### src/common/vcpu_pkg.sv
// fixed 16 x 32-bit register set; widths are not meant to be changed
`default_nettype none

package vcpu_pkg;

    localparam int unsigned XLEN  = 32;
    localparam int unsigned NREGS = 16;

    // register shifts above 32 collapse onto this amount
    localparam int unsigned SHIFT_SAT = 33;

    typedef logic [XLEN-1:0]          word_t;
    typedef logic [$clog2(NREGS)-1:0] reg_idx_t;

    localparam reg_idx_t REG_SP = 4'd13;
    localparam reg_idx_t REG_LR = 4'd14;
    localparam reg_idx_t REG_PC = 4'd15;

    // sub, cmp and mvn run on OP_ADD with inverted operands
    typedef enum logic [3:0] {
        OP_LSL,
        OP_LSR,
        OP_ASR,
        OP_ROR,
        OP_ADD,
        OP_AND,
        OP_EOR,
        OP_ORR,
        OP_MUL,
        OP_NONE
    } alu_op_e;

    typedef struct packed {
        word_t value;
        logic  carry;
        logic  ovf;
    } unit_res_t;

    typedef struct packed {
        logic n;
        logic z;
        logic c;
        logic v;
    } flags_t;

endpackage

`default_nettype wire

### src/common/exec_if.sv
// one decoded operation per valid/ready transfer; payload is only meaningful with valid
`timescale 1ns/1ps
`default_nettype none

interface exec_if;
    import vcpu_pkg::*;

    logic       valid;
    logic       ready;
    alu_op_e    op;
    word_t      opn_n;
    word_t      opn_m;
    logic       carry_in;
    logic [5:0] shift_amt;
    reg_idx_t   rd;
    logic       write_en;
    logic       set_flags;

    modport decoder (
        output valid, op, opn_n, opn_m, carry_in, shift_amt, rd, write_en, set_flags,
        input  ready
    );

    modport writeback (
        input  valid, op, opn_n, opn_m, carry_in, shift_amt, rd, write_en, set_flags,
        output ready
    );

    // execution units only look at the operands
    modport unit (
        input op, opn_n, opn_m, carry_in, shift_amt
    );

endinterface

`default_nettype wire

### src/common/rf_read_if.sv
// read data is combinational and already bypassed from the write in flight
`timescale 1ns/1ps
`default_nettype none

interface rf_read_if;
    import vcpu_pkg::*;

    reg_idx_t raddr_n;
    reg_idx_t raddr_m;
    word_t    rdata_n;
    word_t    rdata_m;
    logic     carry_q;

    modport requester (
        output raddr_n, raddr_m,
        input  rdata_n, rdata_m, carry_q
    );

    modport provider (
        input  raddr_n, raddr_m,
        output rdata_n, rdata_m, carry_q
    );

endinterface

`default_nettype wire

### src/decode/thumb_decoder.sv
// unsupported encodings are consumed silently; immediate shift amounts are taken as encoded
`timescale 1ns/1ps
`default_nettype none

module thumb_decoder (
    input  logic        sck,
    input  logic        rst_n_i,
    input  logic        cmd_valid_i,
    input  logic [15:0] cmd_i,
    output logic        cmd_ready_o,
    exec_if.decoder     ex,
    rf_read_if.requester rf
);
    import vcpu_pkg::*;

    typedef enum logic [3:0] {
        DP_AND, DP_EOR, DP_LSL, DP_LSR,
        DP_ASR, DP_ADC, DP_SBC, DP_ROR,
        DP_TST, DP_RSB, DP_CMP, DP_CMN,
        DP_ORR, DP_MUL, DP_BIC, DP_MVN
    } dp_op_e;

    logic       accept;
    logic       is_addsub;
    logic       is_sh_imm;
    logic       is_imm8;
    logic       is_dp;
    logic       is_hi;
    dp_op_e     dp_op;
    logic [7:0] rs;
    logic [5:0] sat_amt;
    logic [5:0] ror_amt;

    logic       d_ok;
    alu_op_e    d_op;
    word_t      d_n;
    word_t      d_m;
    logic       d_cin;
    logic [5:0] d_amt;
    reg_idx_t   d_rd;
    logic       d_we;
    logic       d_sf;

    assign cmd_ready_o = !ex.valid || ex.ready;
    assign accept      = cmd_valid_i && cmd_ready_o;

    assign is_addsub = cmd_i[15:11] == 5'b00011;
    assign is_sh_imm = cmd_i[15:13] == 3'b000 && !is_addsub;
    assign is_imm8   = cmd_i[15:13] == 3'b001;
    assign is_dp     = cmd_i[15:10] == 6'b010000;
    // mode 11 is bx/blx, not handled here
    assign is_hi     = cmd_i[15:10] == 6'b010001 && cmd_i[9:8] != 2'b11;
    assign dp_op     = dp_op_e'(cmd_i[9:6]);

    // register shift amount from rm[7:0]
    assign rs      = rf.rdata_m[7:0];
    assign sat_amt = (rs > 8'(XLEN)) ? 6'(SHIFT_SAT) : rs[5:0];
    // nonzero multiple of 32 rotates by nothing but still sets carry from bit 31
    assign ror_amt = (rs != 8'd0 && rs[4:0] == 5'd0) ? 6'd32 : {1'b0, rs[4:0]};

    always_comb begin
        rf.raddr_n = {1'b0, cmd_i[2:0]};
        rf.raddr_m = {1'b0, cmd_i[5:3]};
        if (is_addsub || is_sh_imm) begin
            rf.raddr_n = {1'b0, cmd_i[5:3]};
            rf.raddr_m = {1'b0, cmd_i[8:6]};
        end else if (is_imm8) begin
            rf.raddr_n = {1'b0, cmd_i[10:8]};
        end else if (is_hi) begin
            rf.raddr_n = {cmd_i[7], cmd_i[2:0]};
            rf.raddr_m = cmd_i[6:3];
        end
    end

    always_comb begin
        d_ok  = 1'b0;
        d_op  = OP_NONE;
        d_n   = rf.rdata_n;
        d_m   = rf.rdata_m;
        d_cin = rf.carry_q;
        d_amt = '0;
        d_rd  = {1'b0, cmd_i[2:0]};
        d_we  = 1'b1;
        d_sf  = 1'b1;
        if (is_addsub) begin
            d_ok  = 1'b1;
            d_op  = OP_ADD;
            d_m   = cmd_i[10] ? word_t'(cmd_i[8:6]) : rf.rdata_m;
            d_m   = cmd_i[9] ? ~d_m : d_m;
            d_cin = cmd_i[9];
        end else if (is_sh_imm) begin
            d_ok  = 1'b1;
            d_op  = (cmd_i[12:11] == 2'b00) ? OP_LSL : (cmd_i[11] ? OP_LSR : OP_ASR);
            d_amt = {1'b0, cmd_i[10:6]};
        end else if (is_imm8) begin
            d_ok  = 1'b1;
            d_op  = OP_ADD;
            d_rd  = {1'b0, cmd_i[10:8]};
            d_m   = word_t'(cmd_i[7:0]);
            d_cin = 1'b0;
            case (cmd_i[12:11])
                2'b00: d_n = '0;
                2'b01: begin
                    d_m   = ~d_m;
                    d_cin = 1'b1;
                    d_we  = 1'b0;
                end
                2'b10: d_n = rf.rdata_n;
                default: begin
                    d_m   = ~d_m;
                    d_cin = 1'b1;
                end
            endcase
        end else if (is_dp) begin
            d_ok = 1'b1;
            case (dp_op)
                DP_AND: d_op = OP_AND;
                DP_EOR: d_op = OP_EOR;
                DP_LSL: begin
                    d_op  = OP_LSL;
                    d_amt = sat_amt;
                end
                DP_LSR: begin
                    d_op  = OP_LSR;
                    d_amt = sat_amt;
                end
                DP_ASR: begin
                    d_op  = OP_ASR;
                    d_amt = sat_amt;
                end
                DP_ADC: d_op = OP_ADD;
                DP_SBC: begin
                    d_op = OP_ADD;
                    d_m  = ~rf.rdata_m;
                end
                DP_ROR: begin
                    d_op  = OP_ROR;
                    d_amt = ror_amt;
                end
                DP_TST: begin
                    d_op = OP_AND;
                    d_we = 1'b0;
                end
                // neg source sits in bits 5:3
                DP_RSB: begin
                    d_op  = OP_ADD;
                    d_n   = '0;
                    d_m   = ~rf.rdata_m;
                    d_cin = 1'b1;
                end
                DP_CMP: begin
                    d_op  = OP_ADD;
                    d_m   = ~rf.rdata_m;
                    d_cin = 1'b1;
                    d_we  = 1'b0;
                end
                DP_CMN: begin
                    d_op  = OP_ADD;
                    d_cin = 1'b0;
                    d_we  = 1'b0;
                end
                DP_ORR: d_op = OP_ORR;
                DP_MUL: d_op = OP_MUL;
                DP_BIC: begin
                    d_op = OP_AND;
                    d_m  = ~rf.rdata_m;
                end
                DP_MVN: begin
                    d_op  = OP_ADD;
                    d_n   = '0;
                    d_m   = ~rf.rdata_m;
                    d_cin = 1'b0;
                end
            endcase
        end else if (is_hi) begin
            d_ok  = 1'b1;
            d_op  = OP_ADD;
            d_rd  = {cmd_i[7], cmd_i[2:0]};
            d_cin = 1'b0;
            // writes to r15 leave the flags alone
            d_sf  = d_rd != REG_PC;
            if (cmd_i[9:8] == 2'b01) begin
                d_m   = ~rf.rdata_m;
                d_cin = 1'b1;
                d_we  = 1'b0;
            end else if (cmd_i[9:8] == 2'b10) begin
                d_n = '0;
            end
        end
    end

    always_ff @(posedge sck) begin
        if (!rst_n_i) begin
            ex.valid <= 1'b0;
        end else if (cmd_ready_o) begin
            ex.valid <= cmd_valid_i && d_ok;
        end
    end

    always_ff @(posedge sck) begin
        if (accept) begin
            ex.op        <= d_op;
            ex.opn_n     <= d_n;
            ex.opn_m     <= d_m;
            ex.carry_in  <= d_cin;
            ex.shift_amt <= d_amt;
            ex.rd        <= d_rd;
            ex.write_en  <= d_we;
            ex.set_flags <= d_sf;
        end
    end

    // a fresh exec entry must come from an accepted command
    a_valid_from_accept: assert property (@(posedge sck) disable iff (!rst_n_i)
        ex.valid && $past(!ex.valid || ex.ready) |-> $past(accept));

endmodule

`default_nettype wire

### src/execute/shift_unit.sv
// shift_amt above 32 must already be saturated; ror uses the low five bits only
`timescale 1ns/1ps
`default_nettype none

module shift_unit (
    exec_if.unit                 ex,
    output vcpu_pkg::unit_res_t  res_o
);
    import vcpu_pkg::*;

    logic [XLEN:0]     lsl_ext;
    logic [XLEN:0]     lsr_ext;
    logic [XLEN:0]     asr_ext;
    logic [2*XLEN-1:0] ror_ext;

    // one guard bit catches the last bit shifted out
    assign lsl_ext = {1'b0, ex.opn_n} << ex.shift_amt;
    assign lsr_ext = {ex.opn_n, 1'b0} >> ex.shift_amt;
    assign asr_ext = $signed({ex.opn_n, 1'b0}) >>> ex.shift_amt;
    assign ror_ext = {ex.opn_n, ex.opn_n} >> ex.shift_amt[4:0];

    always_comb begin
        res_o.ovf = 1'b0;
        case (ex.op)
            OP_LSL: begin
                res_o.value = lsl_ext[XLEN-1:0];
                res_o.carry = lsl_ext[XLEN];
            end
            OP_LSR: begin
                res_o.value = lsr_ext[XLEN:1];
                res_o.carry = lsr_ext[0];
            end
            OP_ASR: begin
                res_o.value = asr_ext[XLEN:1];
                res_o.carry = asr_ext[0];
            end
            default: begin
                res_o.value = ror_ext[XLEN-1:0];
                res_o.carry = ror_ext[XLEN-1];
            end
        endcase
        // zero amount keeps the old carry
        if (ex.shift_amt == 6'd0) begin
            res_o.carry = ex.carry_in;
        end
    end

endmodule

`default_nettype wire

### src/execute/adder_unit.sv
// subtraction arrives as inverted m with carry-in set
`timescale 1ns/1ps
`default_nettype none

module adder_unit (
    exec_if.unit                 ex,
    output vcpu_pkg::unit_res_t  res_o
);
    import vcpu_pkg::*;

    logic [XLEN:0] sum;
    logic          same_sign;

    assign sum = {1'b0, ex.opn_n} + {1'b0, ex.opn_m} + {{XLEN{1'b0}}, ex.carry_in};
    assign same_sign = ex.opn_n[XLEN-1] == ex.opn_m[XLEN-1];

    always_comb begin
        res_o.value = sum[XLEN-1:0];
        res_o.carry = sum[XLEN];
        // signed overflow
        res_o.ovf   = same_sign && (sum[XLEN-1] != ex.opn_n[XLEN-1]);
    end

endmodule

`default_nettype wire

### src/execute/logic_mul_unit.sv
// bic comes in as and with inverted m; multiply keeps only the low word
`timescale 1ns/1ps
`default_nettype none

module logic_mul_unit (
    exec_if.unit                 ex,
    output vcpu_pkg::unit_res_t  res_o
);
    import vcpu_pkg::*;

    logic [2*XLEN-1:0] product;

    assign product = ex.opn_n * ex.opn_m;

    always_comb begin
        // carry passes through untouched
        res_o.carry = ex.carry_in;
        res_o.ovf   = 1'b0;
        case (ex.op)
            OP_EOR:  res_o.value = ex.opn_n ^ ex.opn_m;
            OP_ORR:  res_o.value = ex.opn_n | ex.opn_m;
            OP_MUL:  res_o.value = product[XLEN-1:0];
            default: res_o.value = ex.opn_n & ex.opn_m;
        endcase
    end

endmodule

`default_nettype wire

### src/design/reg_file.sv
// every exec op yields one result, compares included; v changes only on adder ops
`timescale 1ns/1ps
`default_nettype none

module reg_file (
    input  logic                sck,
    input  logic                rst_n_i,
    exec_if.writeback           ex,
    rf_read_if.provider         rf,
    input  vcpu_pkg::unit_res_t shift_res_i,
    input  vcpu_pkg::unit_res_t add_res_i,
    input  vcpu_pkg::unit_res_t logic_res_i,
    output logic                res_valid_o,
    output vcpu_pkg::word_t     res_value_o,
    output vcpu_pkg::reg_idx_t  res_rd_o,
    input  logic                res_ready_i,
    output vcpu_pkg::flags_t    flags_o
);
    import vcpu_pkg::*;

    word_t     regs [NREGS];
    flags_t    flags_q;
    unit_res_t sel;
    logic      fire;
    logic      wr_reg;
    logic      wr_flags;

    assign ex.ready = !res_valid_o || res_ready_i;
    assign fire     = ex.valid && ex.ready;
    assign wr_reg   = fire && ex.write_en;
    assign wr_flags = fire && ex.set_flags;
    assign flags_o  = flags_q;

    always_comb begin
        case (ex.op)
            OP_LSL, OP_LSR, OP_ASR, OP_ROR: sel = shift_res_i;
            OP_ADD:                         sel = add_res_i;
            default:                        sel = logic_res_i;
        endcase
    end

    // forward the value being written this edge
    assign rf.rdata_n = (wr_reg && ex.rd == rf.raddr_n) ? sel.value : regs[rf.raddr_n];
    assign rf.rdata_m = (wr_reg && ex.rd == rf.raddr_m) ? sel.value : regs[rf.raddr_m];
    assign rf.carry_q = wr_flags ? sel.carry : flags_q.c;

    always_ff @(posedge sck) begin
        if (!rst_n_i) begin
            for (int i = 0; i < NREGS; i++) begin
                regs[i] <= '0;
            end
            flags_q <= '0;
        end else begin
            if (wr_reg) begin
                regs[ex.rd] <= sel.value;
            end
            if (wr_flags) begin
                flags_q.n <= sel.value[XLEN-1];
                flags_q.z <= sel.value == '0;
                flags_q.c <= sel.carry;
                if (ex.op == OP_ADD) begin
                    flags_q.v <= sel.ovf;
                end
            end
        end
    end

    always_ff @(posedge sck) begin
        if (!rst_n_i) begin
            res_valid_o <= 1'b0;
        end else if (fire) begin
            res_valid_o <= 1'b1;
        end else if (res_ready_i) begin
            res_valid_o <= 1'b0;
        end
    end

    always_ff @(posedge sck) begin
        if (fire) begin
            res_value_o <= sel.value;
            res_rd_o    <= ex.rd;
        end
    end

    // stalled result must hold until taken
    a_res_hold: assert property (@(posedge sck) disable iff (!rst_n_i)
        res_valid_o && !res_ready_i |=> res_valid_o && $stable(res_value_o));

endmodule

`default_nettype wire

### src/design/vcpu.sv
// thumb data-processing subset only; no pc advance, loads, stores or branches
`timescale 1ns/1ps
`default_nettype none

module vcpu (
    input  logic               sck,
    input  logic               rst_n_i,
    input  logic               cmd_valid_i,
    input  logic [15:0]        cmd_i,
    output logic               cmd_ready_o,
    output logic               res_valid_o,
    output vcpu_pkg::word_t    res_value_o,
    output vcpu_pkg::reg_idx_t res_rd_o,
    input  logic               res_ready_i,
    output vcpu_pkg::flags_t   flags_o
);
    import vcpu_pkg::*;

    exec_if    ex_bus ();
    rf_read_if rf_bus ();

    unit_res_t shift_res;
    unit_res_t add_res;
    unit_res_t logic_res;

    thumb_decoder i_decoder (
        .sck         (sck),
        .rst_n_i     (rst_n_i),
        .cmd_valid_i (cmd_valid_i),
        .cmd_i       (cmd_i),
        .cmd_ready_o (cmd_ready_o),
        .ex          (ex_bus),
        .rf          (rf_bus)
    );

    shift_unit i_shift (
        .ex    (ex_bus),
        .res_o (shift_res)
    );

    adder_unit i_adder (
        .ex    (ex_bus),
        .res_o (add_res)
    );

    logic_mul_unit i_logic_mul (
        .ex    (ex_bus),
        .res_o (logic_res)
    );

    reg_file i_reg_file (
        .sck         (sck),
        .rst_n_i     (rst_n_i),
        .ex          (ex_bus),
        .rf          (rf_bus),
        .shift_res_i (shift_res),
        .add_res_i   (add_res),
        .logic_res_i (logic_res),
        .res_valid_o (res_valid_o),
        .res_value_o (res_value_o),
        .res_rd_o    (res_rd_o),
        .res_ready_i (res_ready_i),
        .flags_o     (flags_o)
    );

endmodule

`default_nettype wire

### config.mk
export PLATFORM = sky130hd
export DESIGN_NAME = vcpu
export DESIGN_NICKNAME = d
export VERILOG_FILES = /design/src/common/vcpu_pkg.sv /design/src/common/exec_if.sv /design/src/common/rf_read_if.sv /design/src/decode/thumb_decoder.sv /design/src/execute/shift_unit.sv /design/src/execute/adder_unit.sv /design/src/execute/logic_mul_unit.sv /design/src/design/reg_file.sv /design/src/design/vcpu.sv
export SDC_FILE = /design/constraint.sdc
export NUM_CORES = 2
export LEC_CHECK = 0
export BUFFER_PORTS_ARGS = -buffer_cell sky130_fd_sc_hd__buf_2
export CORE_ASPECT_RATIO = 0.7
export CORE_MARGIN = 2
export CORE_UTILIZATION = 25
export CTS_BUF_LIST = sky130_fd_sc_hd__clkbuf_8
export DETAILED_ROUTE_END_ITERATION = 10
export PLACE_DENSITY = 0.39
export SLEW_MARGIN = 40
export SYNTH_ARGS = -nofsm -noshare
export SYNTH_HDL_FRONTEND = slang
export SYNTH_HIERARCHICAL = 1
export SYNTH_SLANG_ARGS = --single-unit
### constraint.sdc
create_clock -name sck -period 10.9 [get_ports sck]
set_clock_uncertainty 0.05 [all_clocks]
set_input_delay 2.18 -clock sck [delete_from_list [all_inputs] [get_ports sck]]
set_output_delay 2.18 -clock sck [all_outputs]
set_load 0.01 [all_outputs]
After elaboration in Yosys (flattened, before gate mapping)

Memories as Yosys holds them, arrays and structs flattened.
Cells that the tools add are included.

Memories kept: 1
RAM bits: 512
Word-level logic and storage cells: 190
Flip-flop bits (word level): 123
Input port bits: 20
Output and inout port bits: 42

Memories:

| name            | depth | bits a word | read ports | clocked after memory_dff | wr ports | RTL line       | source |
|---|---|---|---|---|---|---|---|
| i_reg_file.regs | 16    | 32          | 2          | 0                        | 16       | reg_file.sv:21 | `word_t regs [NREGS];` |

Equal/unequal tests: 36
Shifts and indexed selects: 4
Multiply operators: 1
Multiplexer cells: 77
Bitwise logic cells: 8
$add $sub $neg: 2
Magnitude comparators: 1
Reduce and logical (&&, ||, !) cells: 42

Operator list:

| cell                                          | number |
|---|---|
| two-way mux 32 bit                            | 22 |
| case mux 33 bit (3 select lines)              | 1 |
| case mux 32 bit (3 select lines)              | 1 |
| case mux 34 bit (2 select lines)              | 1 |
| NOT 32 bit                                    | 2 |
| right shift 64 x 5 -> 32 bit                  | 1 |
| two-way mux 4 bit                             | 12 |
| == test 4 bit, second input constant          | 9 |
| case mux 4 bit (9 select lines)               | 1 |
| adder 32 x 32 -> 33 bit                       | 1 |
| adder 33 x 1 -> 33 bit                        | 1 |
| << shifter 32 x 6 -> 33 bit                   | 1 |
| right shift 33 x 6 -> 33 bit                  | 1 |
| >>> shifter 33 x 6 -> 33 bit                  | 1 |
| bitwise AND 32 bit                            | 1 |
| zero test 32 bit                              | 1 |
| multiplier 32 x 32 -> 32 bit                  | 1 |
| NOT 8 -> 32 bit                               | 1 |
| OR 32 bit                                     | 1 |
| OR reduction 32 bit                           | 1 |
| bitwise XOR 32 bit                            | 1 |
| == test 4 x 3 -> 1 bit, second input constant | 7 |
| two-way mux 1 bit                             | 27 |
| == test 4 x 2 -> 1 bit, second input constant | 4 |
| 35 further kinds                              | 71 |

Depth between registers and ports, before layout

Depth after elaboration: 15
Gate-level depth with buffers: 34

Modules after synthesis

The synthesis kept the hierarchy.

Modules (own cells, without submodules):

| module         | cells each | instances | area each (um^2) |
|---|---|---|---|
| reg_file       | 1904       | 1         | 28641.2 |
| logic_mul_unit | 1978       | 1         | 16686.0 |
| shift_unit     | 699        | 1         | 5521.5 |
| thumb_decoder  | 458        | 1         | 4794.6 |
| adder_unit     | 239        | 1         | 1720.4 |

Worst setup path before layout

No wires, ideal clock.

Path type: register to register
Start: register i_decoder.ex.opn_n[11]
End: register i_decoder.ex.opn_m[30], data pin
Arrival time: 8084 ps
Path slack: 2498 ps
Cell stages (with the launch flop): 33
Library setup time: 268 ps
Required time: 10582 ps
Path through: edfxtp_1 clkbuf_1 inv_1 clkbuf_1 nor2_1 fa_1 fa_1 fa_1 inv_1 fa_1 inv_1 fa_1 inv_1 fa_1 inv_1 fa_1 fa_1 ha_1 a21oi_1 nor2_1 a211oi_1 a21oi_1 o41ai_2 nor2_1 nor3_1 mux2i_1 a211o_1 o22ai_2 inv_1 mux2_2 nor2b_1 xnor2_1 o22ai_1

RTL lines:

| item                   | RTL line             | source |
|---|---|---|
| from (decl)            | exec_if.sv:20        | `output valid, op, opn_n, opn_m, carry_in, shift_amt, rd, write_en, set_flags,` |
| from (signal assigned) | thumb_decoder.sv:203 | `ex.opn_n <= d_n;` |
| to (signal assigned)   | thumb_decoder.sv:204 | `ex.opn_m <= d_m;` |
| to (decl)              | exec_if.sv:20        |  |

==> results.json <==
{
  "fin_util_pct": 27.85,
  "drv_cap": 0,
  "placeableCoreArea_sq_mm": 0.2286,
  "synth_nets": 5922,
  "clk_path_buf_depth": 3,
  "ant_nets": 0,
  "post-cts-setup-buffer-count": 0,
  "final_max_slew_viol_count": 0,
  "dp_slack_ns": 1.320,
  "die-height_um": 404.7,
  "via_per_inst": 5.367,
  "critPathMaxStageDelay_ns": 0.74,
  "hold_path.class": "register to register",
  "yosys_warnings": 6,
  "r2r-end": "i_decoder/ex.opn_m[30]",
  "grt_pass1_wl_um": 366800,
  "fin_area_sq_mm": 0.06366,
  "outcome": "complete, no violations",
  "dp_hpwl_um": 182800,
  "setup_viol": 0,
  "syn-instance-count": 5274,
  "die_w_um": 576.4,
  "grt_max_degree": 99,
  "path_max_fanout": 18,
  "cp-end-kind": "register",
  "cts_made_buffers": 104,
  "fillers": 23810,
  "clock-root-buffer": "clkbuf_8",
  "final-seq-area_sq_mm": 0.01901,
  "drtPass1Iterations": 7,
  "required_ns": 11.34,
  "avgRoutedWirePerCell_um": 31.27,
  "netlist_area_sq_mm": 0.05734,
  "nets": 5902,
  "start_util_pct": 25.08,
  "placed_area_sq_mm": 0.06162,
  "fin_ws_ns": 1.257,
  "wl_um": 262500,
  "grt_pass1_vias": 44570,
  "relSlewSlack_pct": 36.65,
  "synth.avg_cell_area_sq_um": 10.87,
  "area_growth_pct": 11.02,
  "final_common_cell": "nor2_1",
  "drive_above_1_share_pct": 18.42,
  "layout_common_cells": "nor2_1 (1,007), edfxtp_1 (629), inv_1 (537), fa_1 (410), mux4_2 (384)",
  "rsz0062_at_grt": "no",
  "worst_slew_pin_slew_ns": 0.9503,
  "path_class": "register to register",
  "timing.final.crit_share_pct": 88.47,
  "placement.io_buffers": 61,
  "cts_max_level": 3,
  "cts_hold_repair.buffers": 0,
  "cts_resized": 0,
  "gp_congestion": 0.9822,
  "die-area_sq_mm": 0.2333,
  "crit_start": "i_decoder/ex.opn_m[7]",
  "ff2ff_path_depth": 31,
  "rrSetupSlack_ns": 1.26,
  "gr-usage-all-layers_pct": 22.33,
  "grt_overflow": 0,
  "clk_pin_slew_worst_paths_ns": 0.07,
  "cts_sinks": 635,
  "post-route-min-period_ns": 9.643,
  "hold_viol": 0,
  "fin_setup_tns_ns": 0,
  "endpoint": "i_decoder/ex.opn_m[30]",
  "crit_path_start_kind": "register",
  "multi_input_area_sq_mm": 0.03499,
  "rows": 147,
  "crit_slowest_cell": "o41ai_2",
  "max_freq_mhz": 103.7,
  "crit_arrival_ns": 10.08,
  "pin_count": 62,
  "grt_antenna_before_repair": 23,
  "num_vias": 45070,
  "cpMostUsedCell": "fa_1",
  "cts_tree": "done",
  "clkLatencyLatePin_ns": 0.79,
  "route.detailed.drc": 0,
  "timing.rr.start": "i_decoder/ex.opn_m[7]",
  "drtIter0Drc": 6083
}
[per-stage QoR]
step,instances,hold slack (ns)
5_1_grt,8394,0.5470
3_3_place_gp,8196,0.5107
4_1_cts,8386,0.5282
3_5_place_dp,8198,0.5157
6_report,8397,0.5260
2_1_floorplan,5274,0.3744
[cell type report]
type / instances / area share [%]
Tap cell: 3054 / 6.002
Timing Repair Buffer: 270 / 3.143
Clock buffer: 107 / 2.313
Inverter: 514 / 3.031
Clock inverter: 81 / 0.6643
Sequential cell: 635 / 29.86
Multi-Input combinational cell: 3729 / 54.96
Antenna cell: 7 / 0.02752
[sequential cells by signal, summed over array words and instances (netlist names)]
| name | cells |
|---|---|
| i_decoder/ex.rd | 4 |
| i_reg_file/res_value_o | 32 |
| i_reg_file/flags_o | 4 |
| i_reg_file/regs | 512 |
| i_reg_file/res_valid_o | 1 |
| i_decoder/ex.write_en | 1 |
| i_decoder/ex.valid | 1 |
| i_decoder/ex.op | 4 |
| i_decoder/ex.set_flags | 1 |
| i_decoder/ex.opn_m | 32 |
| i_decoder/ex.opn_n | 32 |
| i_decoder/ex.carry_in | 1 |
| i_reg_file/res_rd_o | 4 |
| i_decoder/ex.shift_amt | 6 |
[layer usage]
metal | routed length [um] | GRT usage, %
met3 | 26180 | 5.746
met1 | 127900 | 35.25
met2 | 104100 | 30.29
met4 | 4325 | 3.602
met5 | 42 | 0
[how the worst min path moves through the flow]
stage                           from  slack [ns]  cells after the start                endpoint
6_report       i_reg_file/flags_o[3]        0.53                      3   i_reg_file/flags_o[3]
5_1_grt        i_reg_file/flags_o[2]        0.55                      2   i_reg_file/flags_o[2]
4_1_cts        i_reg_file/flags_o[2]        0.53                      2   i_reg_file/flags_o[2]
3_5_place_dp   i_reg_file/flags_o[3]        0.52                      3   i_reg_file/flags_o[3]
3_3_place_gp   i_reg_file/flags_o[3]        0.51                      3   i_reg_file/flags_o[3]
2_1_floorplan     i_decoder/ex.rd[2]        0.37                      0  i_reg_file/res_rd_o[2]
[worst max-delay path: cells and delay by family (launching register included)]
family / cells / cell delay (ns)
adder cells (fa/ha/maj): 9 / 4.22
AO/OA/AOI/OAI: 7 / 1.98
buffers and inverters: 7 / 1.12
AND/OR/NAND/NOR: 5 / 0.78
flip-flops: 1 / 0.59
multiplexers: 2 / 0.40
XOR/XNOR: 1 / 0.19
Power is left out: the tool's default activity adds up to more than one toggle a clock period on the data nets, which glitch-free logic cannot reach.
